--- src/include/aes_defines.svh ---
`ifndef AES_DEFINES_SVH
`define AES_DEFINES_SVH

// ========================================
// mode encodings, one bit each
// ========================================
`define AES_ENCRYPT 1'b1
`define AES_DECRYPT 1'b0

// ========================================
// round bookkeeping
// ========================================
// aes-128 has ten rounds after the initial key addition
`define AES_NUM_ROUNDS 4'd10
// value the round counter returns to when idle
`define AES_ROUND_INIT 4'd0

// cycles from the edge sampling init_in to the valid_out cycle
`define AES_LATENCY 22

`endif
--- src/rtl/aes_pkg.sv ---
`include "aes_defines.svh"

package aes_pkg;

  // ========================================
  // types
  // ========================================
  // 128-bit state, byte 0 in the top bits as in the standard
  typedef logic [127:0] aes_block_t;
  // one 32-bit column of the state
  typedef logic [31:0] aes_word_t;
  // round index, 0 to 10
  typedef logic [3:0] aes_round_t;
  // eleven expanded round keys, index 0 is the cipher key
  typedef aes_block_t aes_round_keys_t [0:`AES_NUM_ROUNDS];

  // ========================================
  // s-box tables
  // ========================================
  // forward s-box, entry 0 is the leftmost byte
  localparam logic [0:255][7:0] SBOX = {
    64'h637c777bf26b6fc5, 64'h3001672bfed7ab76,
    64'hca82c97dfa5947f0, 64'hadd4a2af9ca472c0,
    64'hb7fd9326363ff7cc, 64'h34a5e5f171d83115,
    64'h04c723c31896059a, 64'h071280e2eb27b275,
    64'h09832c1a1b6e5aa0, 64'h523bd6b329e32f84,
    64'h53d100ed20fcb15b, 64'h6acbbe394a4c58cf,
    64'hd0efaafb434d3385, 64'h45f9027f503c9fa8,
    64'h51a3408f929d38f5, 64'hbcb6da2110fff3d2,
    64'hcd0c13ec5f974417, 64'hc4a77e3d645d1973,
    64'h60814fdc222a9088, 64'h46eeb814de5e0bdb,
    64'he0323a0a4906245c, 64'hc2d3ac629195e479,
    64'he7c8376d8dd54ea9, 64'h6c56f4ea657aae08,
    64'hba78252e1ca6b4c6, 64'he8dd741f4bbd8b8a,
    64'h703eb5664803f60e, 64'h613557b986c11d9e,
    64'he1f8981169d98e94, 64'h9b1e87e9ce5528df,
    64'h8ca1890dbfe64268, 64'h41992d0fb054bb16
  };

  // inverse s-box
  localparam logic [0:255][7:0] INV_SBOX = {
    64'h52096ad53036a538, 64'hbf40a39e81f3d7fb,
    64'h7ce339829b2fff87, 64'h348e4344c4dee9cb,
    64'h547b9432a6c2233d, 64'hee4c950b42fac34e,
    64'h082ea16628d924b2, 64'h765ba2496d8bd125,
    64'h72f8f66486689816, 64'hd4a45ccc5d65b692,
    64'h6c704850fdedb9da, 64'h5e154657a78d9d84,
    64'h90d8ab008cbcd30a, 64'hf7e45805b8b34506,
    64'hd02c1e8fca3f0f02, 64'hc1afbd0301138a6b,
    64'h3a9111414f67dcea, 64'h97f2cfcef0b4e673,
    64'h96ac7422e7ad3585, 64'he2f937e81c75df6e,
    64'h47f11a711d29c589, 64'h6fb7620eaa18be1b,
    64'hfc563e4bc6d27920, 64'h9adbc0fe78cd5af4,
    64'h1fdda8338807c731, 64'hb11210592780ec5f,
    64'h60517fa919b54a0d, 64'h2de57a9f93c99cef,
    64'ha0e03b4dae2af5b0, 64'hc8ebbb3c83539961,
    64'h172b047eba77d626, 64'he169146355210c7d
  };

  // ========================================
  // byte functions
  // ========================================
  function automatic logic [7:0] sub_byte(input logic [7:0] b);
    return SBOX[b];
  endfunction

  function automatic logic [7:0] inv_sub_byte(input logic [7:0] b);
    return INV_SBOX[b];
  endfunction

  // multiply by x in gf(2^8), reduction polynomial 0x11b
  function automatic logic [7:0] xtime(input logic [7:0] b);
    return {b[6:0], 1'b0} ^ (b[7] ? 8'h1b : 8'h00);
  endfunction

  // general multiply, shift and add over the bits of b
  // only ever called with a constant b so it folds to a few xors
  function automatic logic [7:0] gf_mul(input logic [7:0] a, input logic [7:0] b);
    logic [7:0] acc;
    logic [7:0] p;
    acc = 8'h00;
    p = a;
    for (int i = 0; i < 8; i++) begin
      if (b[i]) begin
        acc = acc ^ p;
      end
      p = xtime(p);
    end
    return acc;
  endfunction

  // ========================================
  // word functions for key expansion
  // ========================================
  // s-box on each byte of a column
  function automatic aes_word_t sub_word(input aes_word_t w);
    return {sub_byte(w[31:24]), sub_byte(w[23:16]),
            sub_byte(w[15:8]), sub_byte(w[7:0])};
  endfunction

  // cyclic left rotate by one byte
  function automatic aes_word_t rot_word(input aes_word_t w);
    return {w[23:0], w[31:24]};
  endfunction

endpackage

--- src/rtl/aes_key_memory.sv ---
`timescale 1ns/100ps
`include "aes_defines.svh"

module aes_key_memory (
  input  logic                clk_in,
  input  logic                rst_in,
  input  logic                init_in,
  input  aes_pkg::aes_block_t key_in,
  input  aes_pkg::aes_round_t round_rd,
  output aes_pkg::aes_block_t key_out,
  output logic                key_expanded_out
);

  // expansion control
  logic                expanding_q;
  aes_pkg::aes_round_t wr_cnt_q;
  logic [7:0]          rcon_q;

  // key store and the most recent round key
  aes_pkg::aes_round_keys_t keys_q;
  aes_pkg::aes_block_t      prev_key_q;

  // next round key, built column by column
  aes_pkg::aes_word_t  temp;
  aes_pkg::aes_word_t  w0, w1, w2, w3;
  aes_pkg::aes_block_t next_key;

  // ========================================
  // one round of key schedule
  // ========================================
  always_comb begin
    // last column rotated, substituted and mixed with rcon
    temp = aes_pkg::sub_word(aes_pkg::rot_word(prev_key_q[31:0])) ^ {rcon_q, 24'h000000};
    w0 = prev_key_q[127:96] ^ temp;
    w1 = prev_key_q[95:64] ^ w0;
    w2 = prev_key_q[63:32] ^ w1;
    w3 = prev_key_q[31:0] ^ w2;
    next_key = {w0, w1, w2, w3};
  end

  // write counter walks 1..10, rcon doubles each step
  always_ff @(posedge clk_in) begin
    if (rst_in) begin
      expanding_q      <= 1'b0;
      wr_cnt_q         <= `AES_ROUND_INIT;
      rcon_q           <= 8'h01;
      key_expanded_out <= 1'b0;
    end else begin
      key_expanded_out <= 1'b0;
      if (init_in) begin
        expanding_q <= 1'b1;
        wr_cnt_q    <= 4'd1;
        rcon_q      <= 8'h01;
      end else if (expanding_q) begin
        wr_cnt_q <= wr_cnt_q + 4'd1;
        rcon_q   <= aes_pkg::xtime(rcon_q);
        // last write, flag done in the following cycle
        if (wr_cnt_q == `AES_NUM_ROUNDS) begin
          expanding_q      <= 1'b0;
          key_expanded_out <= 1'b1;
        end
      end
    end
  end

  // cipher key goes in as round key 0
  always_ff @(posedge clk_in) begin
    if (init_in) begin
      keys_q[0]  <= key_in;
      prev_key_q <= key_in;
    end else if (expanding_q) begin
      keys_q[wr_cnt_q] <= next_key;
      prev_key_q       <= next_key;
    end
  end

  // combinational read port
  assign key_out = keys_q[round_rd];

endmodule

--- config.mk ---
export PLATFORM = sky130hd
export DESIGN_NAME = aes_key_memory
export DESIGN_NICKNAME = d
export VERILOG_FILES = /design/src/rtl/aes_pkg.sv /design/src/rtl/aes_key_memory.sv
export VERILOG_INCLUDE_DIRS = /design/src /design/src/include
export SDC_FILE = /design/constraint.sdc
export NUM_CORES = 2
export LEC_CHECK = 0
export BUFFER_PORTS_ARGS = -buffer_cell sky130_fd_sc_hd__buf_4
export CAP_MARGIN = 10
export CORE_ASPECT_RATIO = 1.2
export CORE_MARGIN = 3
export CORE_UTILIZATION = 45
export CTS_CLUSTER_SIZE = 20
export DETAILED_ROUTE_END_ITERATION = 16
export PLACE_DENSITY = 0.61
export SYNTH_ARGS = -nofsm -noshare
export SYNTH_HDL_FRONTEND = slang
export SYNTH_SLANG_ARGS = --single-unit
--- constraint.sdc ---
create_clock -name clk_in -period 18.2 [get_ports clk_in]
set_input_delay 3.64 -clock clk_in [delete_from_list [all_inputs] [get_ports clk_in]]
set_output_delay 3.64 -clock clk_in [all_outputs]
set_load 0.1 [all_outputs]
==> reports/results.ini <==
[power]
seq_power_share_pct=31.0
intPower_mw=8.81
power_leakage_nw=28.4
power_density_nw_per_um2=182
pwr-share-comb_pct=49.6
p_sw_mw=6.76
irDropWorstVdd_mv=0.117
p_sw_share_pct=43.4
p_clk_share_pct=19.4

[yosys]
ys_ff_latch=1550
synth.distinct_cells=92
yosysTopAreaCellShare_pct=60.6
synthArstFlopShare_pct=0
netlist_instances=5146
syn-cell-area_um2=76100
mappedNetlistNets=5343
ys.flop_type=edfxtp_1
synth_top_cell_by_area=edfxtp_1
seq_area_frac_synth_pct=61.0
yosysWarnings=0
syn_avg_cell_area_um2=14.8
synth-edff-count=1536
yosys-top-cells-area=edfxtp_1, mux4_2, mux2_2, nand2_1, o21ai_0

[setup_path]
slowest_delay_ns=0.72
r2r-end=keys_q[9][2]
cp.required_ns=14.56
ff2ff_path_depth=11
cp_max_fo=126
crit_slowest_cell=buf_12
path_class=input pin to output pin
path_cells=buf_8 -> buf_12 -> buf_12 -> mux4_2 -> mux4_2 -> buf_4
critPathLaunchType=input pin
worstPathArrival_ns=7.35
critPathCaptureType=output pin
rr_startpoint=prev_key_q[24]
r2r_slack_ns=11.98

[clock_network]
cts_resized=0
clk_pin_slew_ns=0.06
root_buffer=clkbuf_16
postCtsSetupBuffers=0
htree_levels=4
cts_buffers=153
tritoncts=yes
clock_path_buffers=3
cts_hold_buf=0
clk_latency_ns=0.81
clock_sinks=1550

[sta]
fmax_mhz=91.0
slew_headroom_pct=13.0
setup_viol=0
finalCriticalPeriod_ns=10.99
hold_viol=0
fin_crit_sh_pct=60.4
rsz0062_at_grt=no
holdWs_ns=0.534
final.setup_skew_ns=0.0493
tns_ns=0
tightest_slew_ns=1.30
slew_viol_final=0

[status]
status=completed

[floorplan]
floorplan.initialDensity_pct=45.5
die_area_um2=174000
fp.coreArea_um2=167000
die_h_um=457
ios=264
placementRows=164
die_w_um=381

[drt]
first_pass_iters=7
vias_per_cell=6.54
drt_iter0_markers=7214
vias=50366
ant_nets=0
drc=0
routedWlPerCell_um=33.7
wirelength_um=260000

[placed_design]
hpwl_um=169000
place.gp.congestion=0.994
place_area_um2=80700
io_buffers=263

[grt]
grt_usage_pct=29.4
grt_pass1_wl_um=367000
first_global_vias=48661
overflow=0
grt_max_degree=181
antenna_found_initial=39

[worst_hold_path]
holdCritPathClass=flop to flop
holdPathStages=2
hold_start=rcon_q[4]
holdPathEnd=rcon_q[4]

[layout]
drive_gt1_share_pct=25.4
finalInstanceArea_um2=85600
areaGrowthSynthToFinish_pct=12.4
nets=5522

[flow_run]
cap_violations=0

==> layer usage <==
| metal | vias to the layer above | global-route usage [%] | wire length [um] |
|---|---|---|---|
| li1 | 20963 | - | - |
| met1 | 26054 | 41.0 | 103000 |
| met2 | 2815 | 44.9 | 119000 |
| met3 | 508 | 6.21 | 25300 |
| met4 | 26 | 12.2 | 12100 |
| met5 | - | 0 | 157 |
==> cell usage after synthesis, drive strengths merged, types with 14 or more instances <==
| cell | instances |
|---|---|
| or3 | 22 |
| nor4 | 21 |
| a211oi | 65 |
| and2 | 35 |
| o22ai | 18 |
| o21ai | 297 |
| a31oi | 53 |
| nor2 | 166 |
| a221oi | 27 |
| o32ai | 16 |
| a311oi | 38 |
| o31ai | 26 |
| inv | 54 |
| mux2 | 226 |
| buf | 169 |
| clkbuf | 266 |
| nand3 | 94 |
| a21oi | 167 |
| nand2b | 110 |
| xnor3 | 18 |
| dfxtp | 14 |
| mux4 | 417 |
| xor2 | 57 |
| nor3 | 85 |
| xnor2 | 91 |
| nand2 | 391 |
| edfxtp | 1536 |
| mux2i | 56 |
| o311ai | 44 |
| and3 | 22 |
| or2 | 32 |
| nor2b | 88 |
| o2111ai | 15 |
| o221ai | 25 |
| a21o | 14 |
| ha | 62 |
| nor3b | 20 |
| o211ai | 53 |
| nand4 | 22 |
==> kinds of logic after synthesis <==
family | Yosys count | synth area share [%]
simple gates | 1159 | 7.59
fa+ha+maj | 62 | 1.02
compound gates | 1012 | 8.92
xor+xnor | 170 | 2.40
mux | 699 | 16.4
buf+inv | 494 | 2.68
flops | 1550 | 61.0
==> worst max path at each step <==
stage,from,to,slack [ns]
floorplan,init_in,keys_q[2][0],1.04
finish,round_rd[0],key_out[41],7.21
global placement,round_rd[0],key_out[83],7.18
CTS,round_rd[0],key_out[83],7.17
detailed placement,round_rd[0],key_out[80],7.17
global route,round_rd[0],key_out[38],6.92
==> sequential cells by signal (all words and copies together), names as in the netlist <==
name	flops
prev_key_q	128
key_expanded_out	1
expanding_q	1
wr_cnt_q	4
keys_q	1408
rcon_q	8
==> layout make-up <==
type,instances,area (um^2)
fill,14062,81700
sequential,1550,46400
multi-input combinational,3102,27800
clock buffer,193,4060
timing repair buffer,459,3550
tap,2241,2800
clock inverter,78,697
inverter,59,221
antenna,24,60.1
==> layout by cell type, fill, tap and decap left out, drive strengths merged, types with 15 or more instances in the layout <==
cell type	Yosys	final
edfxtp	1536	1536
nand2b	110	110
nor2	166	166
and2	35	35
a311oi	38	38
o31ai	26	26
mux2i	56	56
nor2b	88	88
nand3	94	94
buf	169	454
nor4	21	21
diode	0	24
a31oi	53	53
ha	62	62
nand2	391	391
a21oi	167	167
o22ai	18	18
a221oi	27	27
o221ai	25	25
o211ai	53	53
or3	22	22
a211oi	65	65
nor3b	20	20
or2	32	32
xor2	57	57
o32ai	16	16
o21ai	297	297
o2111ai	15	15
mux2	226	226
xnor3	18	18
inv	54	56
nor3	85	85
nand4	22	22
clkinv	5	71
xnor2	91	91
mux4	417	417
clkbuf	266	198
o311ai	44	44
and3	22	22
==> per-stage QoR <==
| step | setup WS (ns) | std cells | utilization (%) | power, mW |
|---|---|---|---|---|
| after floorplan | 1.04 | 5146 | - | 9.64 |
| after global placement | 7.18 | 7403 | 48.2 | 12.4 |
| final | 7.21 | 7706 | 51.2 | 15.6 |
| after global routing | 6.92 | 7689 | 51.1 | 16.1 |
| after CTS | 7.17 | 7675 | 51.1 | 15.4 |
| after detailed placement | 7.17 | 7404 | 48.3 | 12.4 |
==> power by group through the flow <==
stage	clock, mW	combinational, mW	sequential, mW
floorplan	0	4.79	4.85
global placement	0	7.56	4.88
detailed placement	0	7.52	4.89
CTS	3.07	7.54	4.82
global route	3.22	8.05	4.84
finish	3.02	7.72	4.82
==> critical path, delay by kind of cell <==
kind     cells  cell delay (ns)
buf+inv      4             2.14
mux          2             1.09
No activity file was read; power rests on OpenSTA's default activity.
